File: src/source/mem_stage_pkg.sv
package mem_stage_pkg;

   ////////////////////////////////////////////////////////////////////////////
   // Data path geometry.
   ////////////////////////////////////////////////////////////////////////////

   // Full data word.
   parameter int DATA_W = 32;

   // One byte lane.
   parameter int BYTE_W = 8;

   // Lanes per word, four for a 32-bit word.
   parameter int LANES = DATA_W / BYTE_W;

   // Byte offset bits inside a word.
   parameter int OFFS_W = $clog2(LANES);

   ////////////////////////////////////////////////////////////////////////////
   // Access select encoding.
   ////////////////////////////////////////////////////////////////////////////

   // Select word width.
   parameter int SEL_W = 3;

   // Top select bit marks an unsigned load.
   parameter int SEL_UNSIGNED = 2;

   // Size codes in the low select bits.
   parameter logic [SEL_UNSIGNED-1:0] SIZE_NONE = 2'd0;   // No access.
   parameter logic [SEL_UNSIGNED-1:0] SIZE_BYTE = 2'd1;   // Byte.
   parameter logic [SEL_UNSIGNED-1:0] SIZE_HALF = 2'd2;   // Halfword.
   parameter logic [SEL_UNSIGNED-1:0] SIZE_WORD = 2'd3;   // Word.

endpackage

File: src/source/mem_port_if.sv
`timescale 1ns/1ps

// One cycle's access from the store aligner to the data RAM.
interface mem_port_if #(
   parameter int ADDR_WIDTH = 10
);

   ////////////////////////////////////////////////////////////////////////////
   // Access signals.
   ////////////////////////////////////////////////////////////////////////////

   logic [ADDR_WIDTH-mem_stage_pkg::OFFS_W-1:0] word_addr;   // Word, not byte.
   logic [mem_stage_pkg::LANES-1:0]              wr_en;       // Per-lane write.
   logic [mem_stage_pkg::DATA_W-1:0]             wr_data;     // Already lane aligned.
   logic                                         rd_en;       // Read strobe.

   ////////////////////////////////////////////////////////////////////////////
   // Views.
   ////////////////////////////////////////////////////////////////////////////

   // Store aligner side.
   modport align (
      output word_addr, wr_en, wr_data, rd_en
   );

   // RAM side.
   modport ram (
      input word_addr, wr_en, wr_data, rd_en
   );

endinterface

File: src/source/store_lane_align.sv
`timescale 1ns/1ps

module store_lane_align #(
   parameter int ADDR_WIDTH = 10
) (
   input  logic [mem_stage_pkg::SEL_W-1:0]  i_sel,
   input  logic                             i_write_mem,
   input  logic                             i_read_mem,
   input  logic [ADDR_WIDTH-1:0]            i_addr,
   input  logic [mem_stage_pkg::DATA_W-1:0] i_data,
   mem_port_if.align                        o_port
);

   // Lane masks for the fixed four-lane word.
   localparam logic [mem_stage_pkg::LANES-1:0] LANE_ONE = 1;
   localparam logic [mem_stage_pkg::LANES-1:0] HALF_HI  = 4'b1100;
   localparam logic [mem_stage_pkg::LANES-1:0] HALF_LO  = 4'b0011;

   logic [mem_stage_pkg::SEL_UNSIGNED-1:0] size;
   logic [mem_stage_pkg::OFFS_W-1:0]       offs;
   logic [mem_stage_pkg::LANES-1:0]        lane_en;
   logic [mem_stage_pkg::DATA_W-1:0]       lane_data;

   assign size = i_sel[mem_stage_pkg::SEL_UNSIGNED-1:0];   // Unsigned bit plays no part here.
   assign offs = i_addr[mem_stage_pkg::OFFS_W-1:0];

   ////////////////////////////////////////////////////////////////////////////
   // Lane decode.
   ////////////////////////////////////////////////////////////////////////////

   always_comb begin
      lane_en   = '0;
      lane_data = i_data;
      if (i_read_mem) begin
         // Read wins over a simultaneous write.
         lane_en = '0;
      end else if (i_write_mem) begin
         case (size)
            mem_stage_pkg::SIZE_WORD: begin
               lane_en = '1;
            end
            mem_stage_pkg::SIZE_HALF: begin
               // Only address bit 1 picks the half.
               if (offs[1]) begin
                  lane_en   = HALF_HI;
                  lane_data = i_data << (2 * mem_stage_pkg::BYTE_W);
               end else begin
                  lane_en = HALF_LO;
               end
            end
            mem_stage_pkg::SIZE_BYTE: begin
               lane_en   = LANE_ONE << offs;
               lane_data = i_data << (mem_stage_pkg::BYTE_W * offs);
            end
            mem_stage_pkg::SIZE_NONE: begin
               lane_en = '0;   // Nothing to store.
            end
            default: begin
               lane_en = '0;
            end
         endcase
      end

      // Checks on the decoded enables.
      if (i_read_mem) begin
         assert (lane_en == '0)
            else $error("store_lane_align: lanes enabled during a read");
      end else if (i_write_mem && size == mem_stage_pkg::SIZE_BYTE) begin
         assert ($onehot(lane_en))
            else $error("store_lane_align: byte store enables %b", lane_en);
      end
   end

   ////////////////////////////////////////////////////////////////////////////
   // Port drive.
   ////////////////////////////////////////////////////////////////////////////

   assign o_port.word_addr = i_addr[ADDR_WIDTH-1:mem_stage_pkg::OFFS_W];
   assign o_port.wr_en     = lane_en;
   assign o_port.wr_data   = lane_data;
   assign o_port.rd_en     = i_read_mem;   // Address passes through either way.

endmodule

File: src/flat_wrapper.sv
// flat-port wrapper written by rule: the top's interface ports become plain ports
module store_lane_align_flat 
#(
   parameter int ADDR_WIDTH = 10
)
  (i_sel, i_write_mem, i_read_mem, i_addr, i_data, o_port_word_addr, o_port_wr_en, o_port_wr_data, o_port_rd_en);
  mem_port_if #(.ADDR_WIDTH(ADDR_WIDTH)) o_port_i ();
  input  logic [mem_stage_pkg::SEL_W-1:0] i_sel;
  input  logic i_write_mem;
  input  logic i_read_mem;
  input  logic [ADDR_WIDTH-1:0] i_addr;
  input  logic [mem_stage_pkg::DATA_W-1:0] i_data;
  output wire logic [$bits(o_port_i.word_addr)-1:0] o_port_word_addr;
  output wire logic [$bits(o_port_i.wr_en)-1:0] o_port_wr_en;
  output wire logic [$bits(o_port_i.wr_data)-1:0] o_port_wr_data;
  output wire logic [$bits(o_port_i.rd_en)-1:0] o_port_rd_en;
  assign o_port_word_addr = o_port_i.word_addr;
  assign o_port_wr_en = o_port_i.wr_en;
  assign o_port_wr_data = o_port_i.wr_data;
  assign o_port_rd_en = o_port_i.rd_en;
  store_lane_align #(.ADDR_WIDTH(ADDR_WIDTH)) u_core (.i_sel(i_sel), .i_write_mem(i_write_mem), .i_read_mem(i_read_mem), .i_addr(i_addr), .i_data(i_data), .o_port(o_port_i));
endmodule
File: config.mk
export PLATFORM = sky130hd
export DESIGN_NAME = store_lane_align_flat
export DESIGN_NICKNAME = d
export VERILOG_FILES = /design/src/source/mem_stage_pkg.sv /design/src/source/mem_port_if.sv /design/src/source/store_lane_align.sv /design/src/flat_wrapper.sv
export SDC_FILE = /design/constraint.sdc
export NUM_CORES = 1
export LEC_CHECK = 0
export BUFFER_PORTS_ARGS = -buffer_cell sky130_fd_sc_hd__clkbuf_2
export CAP_MARGIN = 25
export CORE_MARGIN = 2
export CORE_UTILIZATION = 43
export DETAILED_ROUTE_END_ITERATION = 7
export GPL_ROUTABILITY_DRIVEN = 0
export PLACE_DENSITY = 0.91
export SLEW_MARGIN = 0
export SYNTH_ARGS = -nofsm -noshare
export SYNTH_HDL_FRONTEND = slang
export SYNTH_SLANG_ARGS = --single-unit
File: constraint.sdc
create_clock -name vclk -period 3.5
set_clock_uncertainty 0.15 [all_clocks]
set_input_delay 0.7 -clock vclk [all_inputs]
set_output_delay 0.7 -clock vclk [all_outputs]
set_load 0.01 [all_outputs]
# --- After elaboration in Yosys (flattened, before gate mapping) ---
# Cells that the tools add are included.
word_totals:
  register_bits: 0
  latchBits: 0
  ram_bits: 0
  mem_bits_ro: 0
  elab_cells: 14
  memories: 0
classes:
  addsub: 0
  n_mul: 0
  div_mod_pow: 0
  order_cmp: 0
  n_eq_ne: 3
  shift: 2
  mux: 8
  bitwise_logic: 0
  reduce_logical: 1
op_table:
  columns: ["operator", "count"]
  rows:
  - ["$mux W32", 3]
  - ["$pmux W32 S2", 1]
  - ["$shl A32 B5 Y32", 1]
  - ["$pmux W4 S4", 1]
  - ["$mux W4", 3]
  - ["$eq A2 B2 Y1 const B", 2]
  - ["$shl A1 B2 Y4 const A", 1]
  - ["$eq A2 B1 Y1 const B", 1]
  - ["$logic_not A2 Y1", 1]

# --- Depth between registers and ports, before layout ---
# Gate-level depths: netlist of run 1.
depth:
  ltp_word: 4
  depth_mapped: 8

# --- Worst setup path after synthesis of run 1 ---
# No wires, ideal clock.
synth_timing:
  path_kind: "input port to output port"
  start: "in i_sel[0] (netlist name)"
  end: "out o_port_wr_data[10]"
  t_arrival_ns: 1.809
  required_time_ns: 2.650
  slack_ns: 0.841
  path_stages: 6
  path_cell_list: "inv_1 -> ha_1 -> nor2_8 -> and4_1 -> buf_2 -> a22o_1"
synth_between:
  elab_chain_len: 4
synth_rtl:
  columns: ["item", "line", "source"]
  rows:
  - ["start, declared", "flat_wrapper.sv:8", "input logic [mem_stage_pkg::SEL_W-1:0] i_sel;"]
  - ["$eq A2 B1 Y1 / $eq A2 B2 Y1 (equally long branches)", null, null]
  - ["$pmux W32 S2 (*)", "store_lane_align.sv:38", "case (size)"]
  - ["$mux W32 (*)", "store_lane_align.sv:37", "end else if (i_write_mem) begin"]
  - ["$mux W32 (*)", "store_lane_align.sv:34", "if (i_read_mem) begin"]
  - ["end, declared", "flat_wrapper.sv:15", "output wire logic [$bits(o_port_i.wr_data)-1:0] o_port_wr_data;"]
# Mark *: on every way between the ends. The rest lies on a longest branch, timed or not.

# --- Worst setup path after layout of run 1 ---
layout_timing:
  start: "in i_sel[1] (netlist name)"
  end: "out o_port_wr_data[18]"
# The elaborated chain is that of the path after synthesis.

==> results of run 1 <==
-- power breakdown --
part,total [mW],internal [mW],switching [mW]
Combinational,0.171,0.0777,0.0928
Clock,0,0,0
Sequential,0,0,0
Total,0.171,0.0777,0.0928
-- cell type report --
type                       count  area (um2)  area share [%]
inverter                       4        15.0            1.16
tap                           28        35.0            2.71
multi-input combinational    113         855            66.0
timing repair buffer          77         390            30.1
-- cell usage in the layout, fill, tap and decap left out --
cell,n
sky130_fd_sc_hd__a311o_1,5
sky130_fd_sc_hd__ha_1,5
sky130_fd_sc_hd__o21ai_4,2
sky130_fd_sc_hd__o211ai_1,8
sky130_fd_sc_hd__and3_1,5
sky130_fd_sc_hd__nand2b_4,1
sky130_fd_sc_hd__buf_4,2
sky130_fd_sc_hd__a32oi_1,3
sky130_fd_sc_hd__inv_1,3
sky130_fd_sc_hd__nand2_4,2
sky130_fd_sc_hd__a22o_1,24
sky130_fd_sc_hd__mux2i_1,8
sky130_fd_sc_hd__a21oi_1,3
sky130_fd_sc_hd__nor2b_2,1
sky130_fd_sc_hd__o21ai_0,14
sky130_fd_sc_hd__and2_1,10
sky130_fd_sc_hd__nor2b_1,2
sky130_fd_sc_hd__clkbuf_2,75
sky130_fd_sc_hd__and4_1,1
sky130_fd_sc_hd__nor2_1,8
sky130_fd_sc_hd__nor2_8,1
sky130_fd_sc_hd__nand2_1,10
sky130_fd_sc_hd__inv_2,1
-- how the worst max path moves through the flow --
stage	slack (ns)	to	cells past startpoint	from
final	0.33	o_port_wr_data[18]	8	i_sel[1]
after floorplan	0.84	o_port_wr_data[10]	6	i_sel[0]
after detailed placement	0.37	o_port_wr_data[20]	8	i_sel[1]
after CTS	0.35	o_port_wr_data[18]	8	i_sel[1]
after global routing	0.23	o_port_wr_data[21]	8	i_sel[1]
after global placement	0.40	o_port_wr_data[23]	8	i_sel[1]
-- metrics by stage --
step | hold WS (ns) | setup WS (ns) | util (%) | std cells | power (mW)
floorplan | 1.34 | 0.841 | - | 138 | 0.116
global placement | 1.25 | 0.398 | 58.0 | 222 | 0.167
detailed placement | 1.25 | 0.365 | 58.0 | 222 | 0.170
CTS | 1.25 | 0.352 | 58.0 | 222 | 0.170
global route | 1.25 | 0.227 | 58.0 | 222 | 0.187
finish | 1.25 | 0.333 | 58.0 | 222 | 0.171
-- cell families after synthesis --
| group | count (synthesis) | synth area share [%] |
|---|---|---|
| buffers and inverters | 25 | 16.6 |
| AND/OR/NAND/NOR | 41 | 24.2 |
| AO/OA/AOI/OAI | 59 | 45.3 |
| adder cells (fa/ha/maj) | 5 | 6.11 |
| multiplexers | 8 | 7.81 |
-- layer usage --
metal	track usage, %	vias to the layer above	share of wire, %
li1	-	633	-
met1	30.0	602	40
met2	39.8	58	52
met3	0.571	6	7.6
met4	5.13	0	1.1
met5	0	-	0
==> flow_results.org, run 1 <==
** Status
- The run finished with clean final reports.

** Synthesis
- The Yosys step of the flow raised 0 warnings.
- In this run the mean area of a mapped cell was 7.43 um2.
- Area of the mapped netlist :: 1020 um2
- Synthesis handed over a netlist of 138 instances.
- The number of nets in the synthesized netlist is 190.
- Yosys mapped the design onto 25 distinct sky130hd cell types.
- Top cell type by total area after synthesis :: sky130_fd_sc_hd__a22o_1
- Leading cell types by total area after synthesis :: sky130_fd_sc_hd__a22o_1 (21%), sky130_fd_sc_hd__buf_4 (8.1%), sky130_fd_sc_hd__mux2i_1 (7.8%), sky130_fd_sc_hd__o21ai_0 (6.8%), sky130_fd_sc_hd__and2_1 (6.1%)
- Most frequent cell after synthesis :: sky130_fd_sc_hd__a22o_1
- Summing the sequential cell areas from Yosys gives 0% of the chip area.
- Top cell types by occurrence after synthesis :: sky130_fd_sc_hd__a22o_1 (24), sky130_fd_sc_hd__o21ai_0 (14), sky130_fd_sc_hd__buf_4 (11)
- Post-synth top area share :: 20.5%

** Worst setup path
- STA classifies the critical path startpoint as a primary input.
- Along the worst path, the maximum fanout reaches 16.
- Critical path buffers and inverters :: 3
- Top Family by Delay on Critical Path :: simple AND/OR/NAND/NOR gates
- In this design, the stage delay of the slowest critical-path cell is 0.61 ns.
- STA classifies the critical path endpoint as an output pin.
- For the worst setup path, the data arrival time is 2.32 ns.
- Most used cell, CP :: sky130_fd_sc_hd__clkbuf_2
- Library cell contributing the largest single delay on the critical path :: sky130_fd_sc_hd__nor2b_1
- Required time of the worst setup path :: 2.65 ns
- Type of the worst setup path :: in2out
- Cells along the critical path :: clkbuf_2 > inv_1 > ha_1 > nor2b_1 > o21ai_4 > nand2_4 > a22o_1 > clkbuf_2

** GRT
- GR Overflow Total :: 0
- Pin count of the biggest net entering global routing :: 19
- Number of global-route vias before repair :: 1091
- Combined global-route utilization of all metal layers :: 22.5%
- First-pass GRT wire length :: 4960 um
- The initial antenna violation count came to 0.

** Pwr
- For this design the ratio of total power to cell area is 132 nW/um2.
- Maximum vdd ir drop :: 75.9 uV
- Leak Pwr :: 0.689 nW

** Final layout
- Layout overhead on the synthesized area :: 26.4%
- Clock buffers in the final layout number 0.
- Number of flip-flops and latches :: 0
- Final non-filler cell area :: 1290 um2
- Seq. cell area :: 0 um2
- Layout cells sized above 1 :: 43.8%
- The filler cells instantiated in the layout total 238.
- Number of antenna repair diodes :: 0
- Final-stage net count :: 248

** STA
- Final hold viol count :: 0
- After routing, the total negative slack on setup checks comes to 0 ns.
- For the pin with the worst max-slew slack, the measured transition is 0.728 ns.
- Maximum clock frequency :: 0.316 GHz
- Relative max-transition margin :: 51.3%
- After layout, the worst path uses 90.5% of the clock period.
- Time the final worst path needs with I/O delays and setup :: 3.17 ns
- Setup violations remaining at the end of the flow were counted as 0.
- RSZ-0062 raised after global routing :: false
- The number of pins exceeding their max-slew limit in the final report is 0.

** Floorplan
- The floorplan has 17 rows.
- 92 I/O pins were placed.
- In this run the horizontal extent of the chip is 52.8 um.
- Die span in y :: 52.8 um
- The die covers 2790 um2.
- Once the floorplan was initialized, standard cells occupied 45.9% of the core.
- Floorplan core area :: 2230 um2

** CTS
- In this run, post-CTS hold repair placed 0 buffers.
- Buffers added to address setup during post-CTS repair amount to 0.
- Resized cells post-CTS :: 0

** Routing
- After detailed routing, the number of remaining DRC violations is 0.
- The first TritonRoute pass finished after 5 iterations.
- Vias per inst :: 5.85
- Number of vias in the routed layout :: 1299
- DRT iter0 DRCs :: 25
- The final layout contains routed wiring with a total length of 3220 um.
- Routed length per placed instance :: 14.5 um
- In this run the remaining antenna-violating nets after routing total 0.

** Placement
- Cell Area, Placed :: 1290 um2
- Port buffering added 75 buffers.
- After legalization and detailed placement, the total HPWL measured 2500 um.

** Min path
- The worst hold path begins at i_addr[4].
- In this run the worst hold path is classified as in2out.
- Number of cells on the worst hold path :: 0
- The worst hold path terminates at o_port_word_addr[2].

** Job
- Max-Cap Viols :: 0
Power figures use the tool's default switching activity.
==> run 2, diff against run 1 <==
--- a/config.mk
+++ b/config.mk
@@ -7,11 +7,13 @@
 export LEC_CHECK = 0
 export BUFFER_PORTS_ARGS = -buffer_cell sky130_fd_sc_hd__clkbuf_2
 export CAP_MARGIN = 25
+export CELL_PAD_IN_SITES_DETAIL_PLACEMENT = 0
+export CELL_PAD_IN_SITES_GLOBAL_PLACEMENT = 2
 export CORE_MARGIN = 2
-export CORE_UTILIZATION = 43
+export CORE_UTILIZATION = 20
 export DETAILED_ROUTE_END_ITERATION = 7
 export GPL_ROUTABILITY_DRIVEN = 0
-export PLACE_DENSITY = 0.91
+export PLACE_DENSITY_LB_ADDON = 0.1
 export SLEW_MARGIN = 0
 export SYNTH_ARGS = -nofsm -noshare
 export SYNTH_HDL_FRONTEND = slang
==> run 2 against run 1 <==
  * Critical path depth rose by 1
  * Routed wire length grew 25%
  * Largest power group unchanged
  * Worst setup slack improved by 0.069 ns
  * Combinational power up 4%
  * Sequential share of layout area did not move
  * Utilization shrank 31 points
  * Largest cell class unchanged
  * Fmax is 2.2% higher
  * Power up 3.6%
  * Die area rose by 100%
  * Hold slack stayed put
==> flow_results.org, run 2 (synthesis results as in run 1) <==
** Final layout
- The antenna diode count is 0 (unchanged).
- Core utilization of the finished layout :: 27.3% (-31 points)
- Final-stage net count :: 251 (+1.2%)
- The number of inserted filler cells in the final layout is 597 (+150%).
- Relative to the synthesized area, the layout overhead comes to 33.7%.
- Number of flip-flops and latches :: 0 (unchanged)
- Most common cell after layout, fill and taps aside :: sky130_fd_sc_hd__clkbuf_2
- The layout cell share with drive strength beyond 1 came to 44.7% (+0.86 points).
- Seq. cell area :: 0 um2 (unchanged)
- The total of clock buffers placed in the layout came to 0 (unchanged).
- Top library cells by usage in the layout, fill and taps aside :: sky130_fd_sc_hd__clkbuf_2 (75), sky130_fd_sc_hd__a22o_1 (24), sky130_fd_sc_hd__o21ai_0 (14)

** Worst setup path
- Data arrival time at the worst-slack endpoint :: 2.25 ns (-0.07 ns)
- In this design, the largest share of critical-path delay is due to buffers and inverters.
- Among the stages of the critical path, the cell type that occurs most often is sky130_fd_sc_hd__clkbuf_2.
- Crit path launch type :: primary input
- Type of the worst setup path :: in2out
- Worst-path fanout max :: 16 (unchanged)
- For this design, the slowest cell found on the critical path is sky130_fd_sc_hd__nor2b_1.
- Cells along the critical path :: clkbuf_2 > inv_1 > ha_1 > nor2b_1 > buf_4 > o21ai_4 > nand2_4 > a22o_1 > clkbuf_2
- Critical path buffers and inverters :: 4 (+1)
- The maximum single-stage delay on the critical path came to 0.34 ns (-0.27 ns).
- The required time at the worst-slack endpoint is 2.65 ns (about the same).
- Category of the worst setup path capture point :: output pin

** GRT
- The number of global-route vias before repair was 1192 (+9.3%).
- Antenna violations before repair :: 0 (unchanged)
- The maximum number of pins on one net before global-route repair came to 19 (unchanged).
- First-pass GRT wire length :: 5860 um (+18%)
- Combined global-route utilization of all metal layers :: 13.2% (-9.3 points)
- GR Overflow Total :: 0 (unchanged)

** CTS
- The quantity of hold-fixing buffers added after cts came to 0 (unchanged).
- The post-CTS repair timing setup buffer count is 0 (unchanged).
- Resized cells post-CTS :: 0 (unchanged)

** STA
- Final hold viol count :: 0 (unchanged)
- The worst relative slew slack is 71.1% (+20 points).
- The final critical delay including setup and external delays came to 3.10 ns (-0.0690 ns).
- Slew at the pin closest to its max-slew limit :: 0.434 ns (-0.295 ns)
- Setup-failing EPs final :: 0 (unchanged)
- Final count of pins violating max slew :: 0 (unchanged)
- Post-Route Setup TNS :: 0 ns (unchanged)
- Post-route fraction of the period consumed by the critical path :: 88.5% (-2.0 points)
- Maximum clock frequency :: 0.323 GHz (+2.2%)
- Setup repair after global routing left no endpoint under its margin.

** Job
- Max-Cap Viols :: 0 (unchanged)

** Pwr
- Maximum vdd ir drop :: 39.7 uV (-48%)
- The leakage power of the design was 0.704 nW (+2.2%).
- Power density cells :: 129 nW/um2 (-2.1%)

** Floorplan
- Floorplan core area :: 5010 um2 (+120%)
- Starting utilization of the core area :: 20.5% (-25 points)
- Std-Cell Rows :: 26 (+9)
- Die width :: 75.6 um (+43%)
- The die span in y came to 75.6 um (+43%).
- The floorplan die area was 5710 um2 (+100%).
- I/O pin cnt :: 92 (unchanged)

** Placement
- HPWL after DPL :: 2960 um (+19%)
- The number of port buffers came to 75 (unchanged).

** Routing
- Total DRC errors in the routed layout :: 0 (unchanged)
- DRT iter0 DRCs :: 55 (+120%)
- Detailed-route wire length :: 4030 um (+25%)
- Number of vias in the routed layout :: 1309 (+0.77%)
- Vias per inst :: 4.90 (-16%)
- The count of nets left with antenna violations after detail routing is 0 (unchanged).
- The detailed-router iteration count before antenna repair is 4 (-1).
- Routed length per placed instance :: 15.1 um (+4.0%)

** Status
- Outcome :: finished clean

** Min path
- Type of the worst min-delay path :: in2out
-- run 2: power breakdown --
| part | internal, mW | switching (mW) | leakage (nW) |
|---|---|---|---|
| sequential | 0 | 0 | 0 |
| combinational | 0.0795 | 0.0972 | 0.704 |
| clock | 0 | 0 | 0 |
-- run 2: path summary, 6_finish.rpt --
| path | slack, ns | start | endpoint | depth (start not counted) |
|---|---|---|---|---|
| worst max-delay path | 0.40 | i_sel[1] | o_port_wr_data[21] | 9 |
| worst min-delay path | 1.25 | i_addr[3] | o_port_word_addr[1] | 0 |
-- run 2: area by class of cell --
class              instances  area [um2]  area share (%)
well taps                 70        87.6            6.39
inverters                  4        15.0            1.10
repair buffers            80         413            30.1
multi-input cells        113         855            62.4
-- run 2: through the flow --
step                      instance area [um2]  power [mW]  setup WS [ns]  hold slack, ns  instances
final                                    1370       0.177          0.402            1.25        267
after global routing                     1370       0.195          0.289            1.25        267
after global placement                   1370       0.177          0.418            1.25        267
after detailed placement                 1370       0.178          0.382            1.25        267
after CTS                                1370       0.179          0.381            1.25        267
after floorplan                          1020       0.116          0.841            1.34        138
-- run 2: per-layer routing --
layer / wire length, um / track usage [%] / part of all wire (%)
met1: 1840 / 18.3 / 46
met2: 1970 / 22.7 / 49
met3: 188 / 1.06 / 4.7
met4: 28 / 2.34 / 0.70
met5: 0 / 0 / 0
