$ cat config.mk
export PLATFORM = sky130hd
export DESIGN_NAME = load_extend
export DESIGN_NICKNAME = d
export VERILOG_FILES = /design/src/source/mem_stage_pkg.sv /design/src/source/load_extend.sv
export SDC_FILE = /design/constraint.sdc
export NUM_CORES = 1
export LEC_CHECK = 0
export BUFFER_PORTS_ARGS = -buffer_cell sky130_fd_sc_hd__buf_2
export CORE_ASPECT_RATIO = 0.8
export CORE_MARGIN = 2
export CORE_UTILIZATION = 40
export DETAILED_ROUTE_END_ITERATION = 10
export HOLD_SLACK_MARGIN = 0.05
export PLACE_DENSITY = 0.81
export REMOVE_ABC_BUFFERS = 1
export SLEW_MARGIN = 30
export SYNTH_ARGS = -nofsm -noshare
export SYNTH_HDL_FRONTEND = slang
export SYNTH_SLANG_ARGS = --single-unit
$ cat constraint.sdc
create_clock -name i_clk -period 2.5 [get_ports i_clk]
set_input_delay 0.25 -clock i_clk [delete_from_list [all_inputs] [get_ports i_clk]]
set_output_delay 0.25 -clock i_clk [all_outputs]
set_load 0.05 [all_outputs]
$ cat src/source/mem_stage_pkg.sv
package mem_stage_pkg;

   ////////////////////////////////////////////////////////////////////////////
   // Data path geometry.
   ////////////////////////////////////////////////////////////////////////////

   // Full data word.
   parameter int DATA_W = 32;

   // One byte lane.
   parameter int BYTE_W = 8;

   // Lanes per word, four for a 32-bit word.
   parameter int LANES = DATA_W / BYTE_W;

   // Byte offset bits inside a word.
   parameter int OFFS_W = $clog2(LANES);

   ////////////////////////////////////////////////////////////////////////////
   // Access select encoding.
   ////////////////////////////////////////////////////////////////////////////

   // Select word width.
   parameter int SEL_W = 3;

   // Top select bit marks an unsigned load.
   parameter int SEL_UNSIGNED = 2;

   // Size codes in the low select bits.
   parameter logic [SEL_UNSIGNED-1:0] SIZE_NONE = 2'd0;   // No access.
   parameter logic [SEL_UNSIGNED-1:0] SIZE_BYTE = 2'd1;   // Byte.
   parameter logic [SEL_UNSIGNED-1:0] SIZE_HALF = 2'd2;   // Halfword.
   parameter logic [SEL_UNSIGNED-1:0] SIZE_WORD = 2'd3;   // Word.

endpackage

$ cat src/source/load_extend.sv
`timescale 1ns/1ps

module load_extend (
   input  logic                             i_clk,
   input  logic                             i_rst_n,
   input  logic                             i_read_mem,
   input  logic [mem_stage_pkg::SEL_W-1:0]  i_sel,
   input  logic [mem_stage_pkg::OFFS_W-1:0] i_offs,
   input  logic [mem_stage_pkg::DATA_W-1:0] i_rd_word,
   output logic [mem_stage_pkg::DATA_W-1:0] o_load_data,
   output logic                             o_load_valid
);

   localparam int HALF_W = 2 * mem_stage_pkg::BYTE_W;

   logic                                   rd_q;
   logic [mem_stage_pkg::SEL_W-1:0]        sel_q;
   logic [mem_stage_pkg::OFFS_W-1:0]       offs_q;
   logic [mem_stage_pkg::SEL_UNSIGNED-1:0] size_q;
   logic                                   uns_q;
   logic [mem_stage_pkg::BYTE_W-1:0]       byte_val;
   logic [HALF_W-1:0]                      half_val;

   ////////////////////////////////////////////////////////////////////////////
   // Request stage, in step with the RAM read.
   ////////////////////////////////////////////////////////////////////////////

   always_ff @(posedge i_clk) begin
      if (!i_rst_n) begin
         rd_q   <= 1'b0;
         sel_q  <= '0;
         offs_q <= '0;
      end else begin
         rd_q   <= i_read_mem;
         sel_q  <= i_sel;
         offs_q <= i_offs;
      end
   end

   assign size_q = sel_q[mem_stage_pkg::SEL_UNSIGNED-1:0];
   assign uns_q  = sel_q[mem_stage_pkg::SEL_UNSIGNED];

   ////////////////////////////////////////////////////////////////////////////
   // Extract and extend.
   ////////////////////////////////////////////////////////////////////////////

   assign byte_val = i_rd_word[offs_q*mem_stage_pkg::BYTE_W +: mem_stage_pkg::BYTE_W];
   assign half_val = i_rd_word[offs_q[1]*HALF_W +: HALF_W];   // Offset bit 0 ignored.

   always_comb begin
      case (size_q)
         mem_stage_pkg::SIZE_BYTE: begin
            o_load_data = {{(mem_stage_pkg::DATA_W-mem_stage_pkg::BYTE_W)
                             {~uns_q & byte_val[mem_stage_pkg::BYTE_W-1]}}, byte_val};
         end
         mem_stage_pkg::SIZE_HALF: begin
            o_load_data = {{(mem_stage_pkg::DATA_W-HALF_W){~uns_q & half_val[HALF_W-1]}},
                           half_val};
         end
         mem_stage_pkg::SIZE_WORD: begin
            o_load_data = i_rd_word;
         end
         default: begin
            o_load_data = '0;   // Size 0.
         end
      endcase
   end

   assign o_load_valid = rd_q;

   // Valid only ever follows a read issued one cycle earlier.
   a_valid_follows_read : assert property (
      @(posedge i_clk) disable iff (!i_rst_n) o_load_valid |-> $past(i_read_mem)
   ) else $error("load_extend: load valid without a preceding read");

endmodule

# [Word level (Yosys, flattened, before mapping)]
# Index checks and enable logic that the tools add are counted.
[word_totals] inputBits=40 register_bits=6 word_cells=12
[op_classes] n_mux=1 bitwise=3 eq_ne=3 shift=2
[ops] cell="$pmux 32 s3" n=1
[ops] cell="$shiftx 32x6->16" n=1
[ops] cell="$shiftx 32x6->8" n=1
[ops] cell="$eq 2x2->1 const B" n=2
[ops] cell="$and 1x1->1" n=2
[ops] cell="$eq 2x1->1 const B" n=1
[ops] cell="$not 1->1" n=1

# [Longest topological paths before layout]
# Gate-level depths: netlist of the first run.
[logic_depth] word_depth=3 depth_mapped=5

# [Least setup slack after synthesis of the first run]
# Ideal clock, no wire load.
[synth_timing] path_kind="reg2out" startpoint="register sel_q[0] (netlist name)" endpoint="output o_load_data[10] (netlist name)" setup_slack_ns=0.570 required_time_ns=2.250 arrival_ns=1.680 path_stages_with_launch=6 path_cell_list="dfxtp_1 buf_2 nand2b_1 buf_4 mux2i_1 o22ai_1"
[synth_between] elab_chain_cells=2 word_cells_on_any_way=4
[synth_lines] element="start, declared" line_no="load_extend.sv:17" rtl="logic [mem_stage_pkg::SEL_W-1:0] sel_q;"
[synth_lines] element="start signal, assigned" line_no="load_extend.sv:35" rtl="sel_q <= i_sel;"
[synth_lines] element="$eq 2x2->1 or $eq 2x1->1 (tied branches)" line_no="load_extend.sv:51" rtl="case (size_q)"
[synth_lines] element="$pmux 32 s3 (*)" line_no="load_extend.sv:51"
[synth_lines] element="end, declared" line_no="load_extend.sv:10" rtl="output logic [mem_stage_pkg::DATA_W-1:0] o_load_data,"
# Mark *: on every way between the ends. The rest lies on a longest branch, timed or not.

# [Worst setup path after layout of the first run]
[layout_timing] startpoint="register offs_q[1] (netlist name)" endpoint="output o_load_data[15] (netlist name)"
[layout_between] elab_chain_cells=3 word_cells_on_any_way=4
[layout_lines] element="start, declared" line_no="load_extend.sv:18" rtl="logic [mem_stage_pkg::OFFS_W-1:0] offs_q;"
[layout_lines] element="start signal, assigned" line_no="load_extend.sv:36" rtl="offs_q <= i_offs;"
[layout_lines] element="$shiftx 32x6->8" line_no="load_extend.sv:47" rtl="assign byte_val = i_rd_word[offs_q*mem_stage_pkg::BYTE_W +: mem_stage_pkg::BYTE_W];"
[layout_lines] element="$and 1x1->1" line_no="load_extend.sv:54" rtl="{~uns_q & byte_val[mem_stage_pkg::BYTE_W-1]}}, byte_val};"
[layout_lines] element="$pmux 32 s3 (*)" line_no="load_extend.sv:51"
# Marked as above.

==> results of run 1 <==
==> sequential cells by signal, summed over array words and instances (netlist names) <==
| register | flops |
|---|---|
| o_load_valid | 1 |
| sel_q | 3 |
| offs_q | 2 |
==> final cells by class <==
class | count | share of cell area
inverters | 1 | 0.00282
multi-input cells | 89 | 0.552
well taps | 25 | 0.0235
repair buffers | 78 | 0.315
flip-flops and latches | 6 | 0.0904
clock buffers | 3 | 0.0169
==> metrics by stage <==
| stage | setup slack, ps | hold slack [ps] | area (µm²) |
|---|---|---|---|
| 6_report | 148 | 212 | 1330 |
| 5_1_grt | 44.7 | 219 | 1330 |
| 4_1_cts | 176 | 210 | 1330 |
| 3_5_place_dp | 434 | 459 | 1310 |
| 3_3_place_gp | 523 | 453 | 1310 |
| 2_1_floorplan | 215 | 372 | 857 |
==> cell families (layout without fill, tap and decap cells) <==
kind of cell / count (synthesis) / after routing / synth area share
AO/OA/AOI/OAI: 36 / 36 / 0.372
multiplexers: 18 / 18 / 0.204
AND/OR/NAND/NOR: 35 / 35 / 0.211
flip-flops: 6 / 6 / 0.129
buffers and inverters: 13 / 82 / 0.0833
==> how the worst max path moves through the flow <==
stage	startpoint	to	slack, ps	cells after the start
CTS	sel_q[1]$_SDFF_PN0_	o_load_data[31]	180	4
global route	sel_q[1]$_SDFF_PN0_	o_load_data[17]	40	4
floorplan	offs_q[1]$_SDFF_PN0_	o_load_data[16]	210	3
global placement	sel_q[1]$_SDFF_PN0_	o_load_data[17]	520	4
detailed placement	sel_q[1]$_SDFF_PN0_	o_load_data[31]	430	4
finish	offs_q[1]$_SDFF_PN0_	o_load_data[15]	150	5
==> routing by layer <==
layer,part of all wire,vias up
li1,-,567
met1,0.37,574
met2,0.52,78
met3,0.10,6
met4,0.011,0
met5,0,-
==> placed cells by master, fill, tap and decap left out, types with 2 or more instances in the layout <==
cell and count:
sky130_fd_sc_hd__and2_1 6, sky130_fd_sc_hd__nor2_1 7, sky130_fd_sc_hd__buf_2 72, sky130_fd_sc_hd__nand3_1 16
sky130_fd_sc_hd__dfxtp_1 6, sky130_fd_sc_hd__a221o_1 7, sky130_fd_sc_hd__mux2i_1 16, sky130_fd_sc_hd__clkbuf_4 3
sky130_fd_sc_hd__buf_4 5, sky130_fd_sc_hd__o211ai_1 6, sky130_fd_sc_hd__o22ai_1 8, sky130_fd_sc_hd__mux2_4 2
sky130_fd_sc_hd__o211ai_2 10
==> power breakdown <==
group	internal [mW]	leakage, nW	switching, mW
registers	0.101	0.0500	0.0106
clock network	0.0541	0.0138	0.0319
logic	0.110	0.692	0.251
==> flow_results.xml, run 1 <==
<?xml version="1.0" encoding="UTF-8"?>
<metrics>
  <group name="final_layout">
    <metric name="n_antenna_cell" unit="">0</metric>
    <metric name="drive_gt1_frac" unit="">0.554</metric>
    <metric name="area_of_the_multi_input_gates" unit="µm²">733</metric>
    <metric name="synth_to_final_area_change" unit="%">42.7</metric>
    <metric name="nFillCells" unit="">215</metric>
    <metric name="layout.core_utilization" unit="">0.610</metric>
    <metric name="finish.net_count" unit="">219</metric>
    <metric name="final_standard_cell_count_with_taps_included_and_fillers_excluded" unit="">202</metric>
    <metric name="seqCellArea" unit="µm²">120</metric>
  </group>
  <group name="critical_path">
    <metric name="cp.buffers_inverters" unit="">2</metric>
    <metric name="timing.critical_path.slowest_cell_delay" unit="ps">570</metric>
    <metric name="critical_path_maximum_fanout" unit="">9</metric>
    <metric name="timing.critical_path.cells" unit="">buf_4 &gt; nand2b_1 &gt; mux2i_1 &gt; o22ai_1 &gt; buf_2</metric>
    <metric name="crit_path_end_kind" unit="">primary output</metric>
    <metric name="timing.critical_path.max_delay_family" unit="">flip-flops</metric>
    <metric name="criticalPathCategory" unit="">reg2out</metric>
    <metric name="arrival" unit="ps">2100</metric>
    <metric name="timing.critical_path.from_type" unit="">register</metric>
    <metric name="worst-endpoint-required" unit="ps">2250</metric>
    <metric name="crit_slowest_cell" unit="">sky130_fd_sc_hd__dfxtp_1</metric>
  </group>
  <group name="sta">
    <metric name="finalCriticalPeriod" unit="ps">2350</metric>
    <metric name="grt_setup_unrepaired" unit="">no</metric>
    <metric name="hold_violations" unit="">0</metric>
    <metric name="slew_violations" unit="">0</metric>
    <metric name="finalSetupTns" unit="ps">0</metric>
    <metric name="worstMarginPinSlew" unit="ps">621</metric>
    <metric name="maxSlewHeadroom" unit="">0.586</metric>
    <metric name="post-route-period-util" unit="">0.941</metric>
    <metric name="fmaxAchievable" unit="GHz">0.425</metric>
    <metric name="finalSetupViolations" unit="">0</metric>
  </group>
  <group name="placement">
    <metric name="buffer_ports.inserted" unit="">72</metric>
    <metric name="dpl.hpwl" unit="mm">2.44</metric>
    <metric name="finalWeightedCongestion" unit="">0.804</metric>
    <metric name="dp_cells" unit="">199</metric>
  </group>
  <group name="cts">
    <metric name="post_cts.repair.setup_buffers" unit="">0</metric>
    <metric name="cts-root-to-sink-buffers" unit="">2</metric>
    <metric name="cts.hold.buffers_added" unit="">0</metric>
    <metric name="clk_root_buffer_cell" unit="">sky130_fd_sc_hd__clkbuf_4</metric>
    <metric name="post_cts_repair_resize_count" unit="">0</metric>
    <metric name="tritoncts_num_sinks" unit="">6</metric>
    <metric name="clock_tree_from_tritoncts" unit="">built</metric>
    <metric name="tritoncts.num_buffers" unit="">3</metric>
    <metric name="cts_max_level" unit="">1</metric>
    <metric name="cts.clk_slew.worst_paths" unit="ps">40</metric>
  </group>
  <group name="synthesis">
    <metric name="number_of_unique_standard_cell_types_used_by_synthesis" unit="">27</metric>
    <metric name="yosysWarnings" unit="">0</metric>
    <metric name="post_synth.cell_area_avg" unit="µm²">8.62</metric>
    <metric name="netlist.top_cell.by_area" unit="">sky130_fd_sc_hd__mux2i_1</metric>
    <metric name="synthesis.area" unit="µm²">931</metric>
    <metric name="yosys_most_used_dff" unit="">sky130_fd_sc_hd__dfxtp_1</metric>
    <metric name="synth_top_area_share" unit="">0.172</metric>
    <metric name="netlist_top_cells_count" unit="">sky130_fd_sc_hd__mux2i_1 (16), sky130_fd_sc_hd__nand3_1 (16), sky130_fd_sc_hd__o211ai_2 (10), sky130_fd_sc_hd__o22ai_1 (8)</metric>
    <metric name="async_flop_share" unit="">0</metric>
    <metric name="synth_seq_area_share" unit="">0.129</metric>
    <metric name="synth_enable_flop_cells" unit="">0</metric>
    <metric name="postSynthRegisterBits" unit="">6</metric>
    <metric name="synthTopCellsByArea" unit="">sky130_fd_sc_hd__mux2i_1 (17%), sky130_fd_sc_hd__o211ai_2 (13%), sky130_fd_sc_hd__dfxtp_1 (13%), sky130_fd_sc_hd__nand3_1 (8.6%), sky130_fd_sc_hd__a221o_1 (7.5%)</metric>
    <metric name="post_synth_inst_count" unit="">108</metric>
  </group>
  <group name="worst_hold_path">
    <metric name="worstHoldStart" unit="">i_sel[2]</metric>
    <metric name="hold_depth" unit="">2</metric>
    <metric name="timing.hold.worst_endpoint" unit="">sel_q[2]$_SDFF_PN0_</metric>
    <metric name="min-delay-path-class" unit="">in2reg</metric>
  </group>
  <group name="power_and_ir_drop">
    <metric name="cellPowerDensity" unit="nW/µm²">421</metric>
    <metric name="leakage" unit="nW">0.756</metric>
    <metric name="design_power_total" unit="mW">0.559</metric>
    <metric name="power.ir.vdd_worst" unit="mV">0.381</metric>
  </group>
  <group name="route">
    <metric name="wl_per_cell" unit="µm">15.4</metric>
    <metric name="iteration_0_drc_count_of_the_detailed_router" unit="">101</metric>
    <metric name="drcViolationCount" unit="">0</metric>
    <metric name="detailedRoute.firstPassIterationCount" unit="">4</metric>
    <metric name="via_count" unit="">1225</metric>
    <metric name="finalWirelength" unit="mm">3.12</metric>
    <metric name="antenna_violating_nets_post_route" unit="">0</metric>
    <metric name="post_detailed_route_via_to_cell_ratio" unit="">6.06</metric>
  </group>
  <group name="status">
    <metric name="run_status" unit="">finished, final reports clean</metric>
  </group>
  <group name="die">
    <metric name="floorplan.initialDensity" unit="">0.428</metric>
    <metric name="rows" unit="">15</metric>
    <metric name="die-area" unit="µm²">2730</metric>
    <metric name="die_width" unit="µm">57.9</metric>
    <metric name="boundaryPins" unit="">73</metric>
    <metric name="core_region_area" unit="µm²">2180</metric>
    <metric name="chipHeight" unit="µm">47.2</metric>
  </group>
  <group name="global_route">
    <metric name="antenna_found_initial" unit="">0</metric>
    <metric name="grt_pass1_vias" unit="">1101</metric>
    <metric name="gr-max-usage-layer" unit="">met2</metric>
    <metric name="grt_pass1_wl" unit="mm">4.76</metric>
    <metric name="grtUsageMet1" unit="">0.280</metric>
    <metric name="largest_net_degree_at_the_start_of_global_routing" unit="">25</metric>
    <metric name="grt_ovf" unit="">0</metric>
    <metric name="use_met2" unit="">0.409</metric>
    <metric name="track_usage" unit="">0.225</metric>
    <metric name="globalRouteMet3Util" unit="">0.0165</metric>
  </group>
  <group name="run">
    <metric name="maxCapViolations" unit="">0</metric>
  </group>
</metrics>
No activity file was read; power rests on OpenSTA's default activity.
==> run 2, diff against run 1 <==
==> constraint.sdc (replaced) <==
create_clock -name i_clk -period 2.5 [get_ports i_clk]
set_input_delay 0.5 -clock i_clk [delete_from_list [all_inputs] [get_ports i_clk]]
set_output_delay 0.5 -clock i_clk [all_outputs]
set_load 0.05 [all_outputs]
==> run 2 against run 1 <==
- design area up 2.1%
- global-route usage fell by 0.99 points
- fmax decreased by 0.89%
- worst hold slack better by 260 ps
- flip-flop and latch count stayed put
- via count down 5.7%
- die area is the same
- total power rose by 0.49%
- critical path depth unchanged
- sequential share of layout area down 0.18 points
- largest cell class unchanged
==> flow_results.xml, run 2 (synthesis gave the netlist of run 1 again) <==
<?xml version="1.0" encoding="UTF-8"?>
<metrics>
  <group name="final_layout">
    <metric name="drive_gt1_frac" unit="">0.554</metric>
    <metric name="layout_common_cells" unit="">sky130_fd_sc_hd__buf_2 (72), sky130_fd_sc_hd__nand3_1 (16), sky130_fd_sc_hd__mux2i_1 (16)</metric>
    <metric name="nFillCells" unit="">204</metric>
    <metric name="finish.net_count" unit="">219</metric>
    <metric name="final_standard_cell_count_with_taps_included_and_fillers_excluded" unit="">202</metric>
    <metric name="n_antenna_cell" unit="">0</metric>
    <metric name="layout_commonest_cell" unit="">sky130_fd_sc_hd__buf_2</metric>
    <metric name="largest_register" unit="">sel_q</metric>
    <metric name="number_of_flip_flops_in_the_largest_register" unit="">3</metric>
    <metric name="layout.core_utilization" unit="">0.623</metric>
    <metric name="synth_to_final_area_change" unit="%">45.7</metric>
  </group>
  <group name="global_route">
    <metric name="track_usage" unit="">0.215</metric>
    <metric name="grt_pass1_wl" unit="mm">4.59</metric>
    <metric name="grt_ovf" unit="">0</metric>
    <metric name="antenna_found_initial" unit="">0</metric>
    <metric name="grt_pass1_vias" unit="">1057</metric>
    <metric name="largest_net_degree_at_the_start_of_global_routing" unit="">26</metric>
  </group>
  <group name="power_and_ir_drop">
    <metric name="leakage" unit="nW">0.777</metric>
    <metric name="power.ir.vdd_worst" unit="mV">0.282</metric>
    <metric name="design_power_total" unit="mW">0.562</metric>
    <metric name="cellPowerDensity" unit="nW/µm²">414</metric>
  </group>
  <group name="worst_hold_path">
    <metric name="min-delay-path-class" unit="">in2reg</metric>
  </group>
  <group name="cts">
    <metric name="cts-root-to-sink-buffers" unit="">2</metric>
    <metric name="clk_root_buffer_cell" unit="">sky130_fd_sc_hd__clkbuf_4</metric>
    <metric name="cts.clk_slew.worst_paths" unit="ps">40</metric>
    <metric name="cts_max_level" unit="">1</metric>
    <metric name="tritoncts.num_buffers" unit="">3</metric>
    <metric name="clock_tree_from_tritoncts" unit="">built</metric>
    <metric name="tritoncts_num_sinks" unit="">6</metric>
    <metric name="cts.hold.buffers_added" unit="">0</metric>
  </group>
  <group name="route">
    <metric name="detailedRoute.firstPassIterationCount" unit="">4</metric>
    <metric name="antenna_violating_nets_post_route" unit="">0</metric>
    <metric name="finalWirelength" unit="mm">3.06</metric>
    <metric name="drcViolationCount" unit="">0</metric>
    <metric name="via_count" unit="">1155</metric>
    <metric name="post_detailed_route_via_to_cell_ratio" unit="">5.72</metric>
    <metric name="wl_per_cell" unit="µm">15.2</metric>
    <metric name="iteration_0_drc_count_of_the_detailed_router" unit="">77</metric>
  </group>
  <group name="die">
    <metric name="chipHeight" unit="µm">47.2</metric>
    <metric name="rows" unit="">15</metric>
    <metric name="die-area" unit="µm²">2730</metric>
    <metric name="floorplan.initialDensity" unit="">0.428</metric>
    <metric name="core_region_area" unit="µm²">2180</metric>
    <metric name="boundaryPins" unit="">73</metric>
    <metric name="die_width" unit="µm">57.9</metric>
  </group>
  <group name="sta">
    <metric name="grt_setup_unrepaired" unit="">no</metric>
    <metric name="post-route-period-util" unit="">0.949</metric>
    <metric name="worstMarginPinSlew" unit="ps">393</metric>
    <metric name="hold_violations" unit="">0</metric>
    <metric name="finalCriticalPeriod" unit="ps">2370</metric>
    <metric name="slew_violations" unit="">0</metric>
    <metric name="fmaxAchievable" unit="GHz">0.421</metric>
    <metric name="maxSlewHeadroom" unit="">0.738</metric>
    <metric name="finalSetupViolations" unit="">0</metric>
  </group>
  <group name="placement">
    <metric name="finalWeightedCongestion" unit="">0.798</metric>
    <metric name="buffer_ports.inserted" unit="">72</metric>
    <metric name="dp_cells" unit="">199</metric>
    <metric name="dpl.hpwl" unit="mm">2.40</metric>
  </group>
  <group name="critical_path">
    <metric name="worst-endpoint-required" unit="ps">2000</metric>
    <metric name="crit_path_end_kind" unit="">primary output</metric>
    <metric name="critical_path_maximum_fanout" unit="">25</metric>
    <metric name="timing.critical_path.from_type" unit="">register</metric>
    <metric name="arrival" unit="ps">1870</metric>
    <metric name="criticalPathCategory" unit="">reg2out</metric>
  </group>
  <group name="run">
    <metric name="maxCapViolations" unit="">0</metric>
  </group>
  <group name="status">
    <metric name="run_status" unit="">finished, final reports clean</metric>
  </group>
</metrics>
-- run 2: cell counts in the layout (fill, tap and decap cells not counted) --
No cell type changed its count.
-- run 2: area by class of cell --
cell class              instances  area (µm²)  area share
clock buffers                   3        22.5      0.0166
flip-flops and latches          6         120      0.0886
inverters                       1        3.75     0.00277
multi-input cells              89         748       0.552
well taps                      25        31.3      0.0231
repair buffers                 78         430       0.317
-- run 2: timing repair --
| action | in CTS | in global routing |
|---|---|---|
| setup endpoints to repair | 0 | 27 |
| setup buffers | 0 | 0 |
| resized for setup | 0 | 2 |
| hold endpoints to repair | 0 | 0 |
-- run 2: layer usage --
layer,global-route usage,vias up,routed length (µm)
li1,-,570,-
met1,0.280,526,1300
met2,0.386,59,1520
met3,0.0220,0,243
met4,0.0651,0,0
met5,0,-,0
-- run 2: critical path, stage by stage, from the launching register on --
cell and delay (ps):
sky130_fd_sc_hd__dfxtp_1 550, sky130_fd_sc_hd__mux2_4 360, sky130_fd_sc_hd__a22oi_4 190, sky130_fd_sc_hd__buf_12 200, sky130_fd_sc_hd__o211ai_1 100, sky130_fd_sc_hd__buf_2 230
-- run 2: power by group --
group	internal (mW)	switching [mW]	total, mW	leakage [nW]
sequential	0.101	0.00932	0.111	0.0500
combinational	0.114	0.254	0.367	0.713
clock	0.0540	0.0300	0.0840	0.0138
total	0.269	0.293	0.562	0.777
-- run 2: path summary, 6_finish.rpt --
kind	slack, ps	cells past startpoint	to	from
max	130	5	o_load_data[30]	offs_q[1]$_SDFF_PN0_
min	470	2	sel_q[2]$_SDFF_PN0_	i_sel[2]
-- run 2: metrics by stage --
step,hold WS [ps],setup WS (ps),setup TNS [ps],cell area (µm²)
6_report,471,127,0,1360
5_1_grt,473,34.0,0,1360
4_1_cts,462,9.52,0,1340
3_5_place_dp,712,263,0,1320
3_3_place_gp,708,355,0,1320
2_1_floorplan,622,-35.5,-401,857
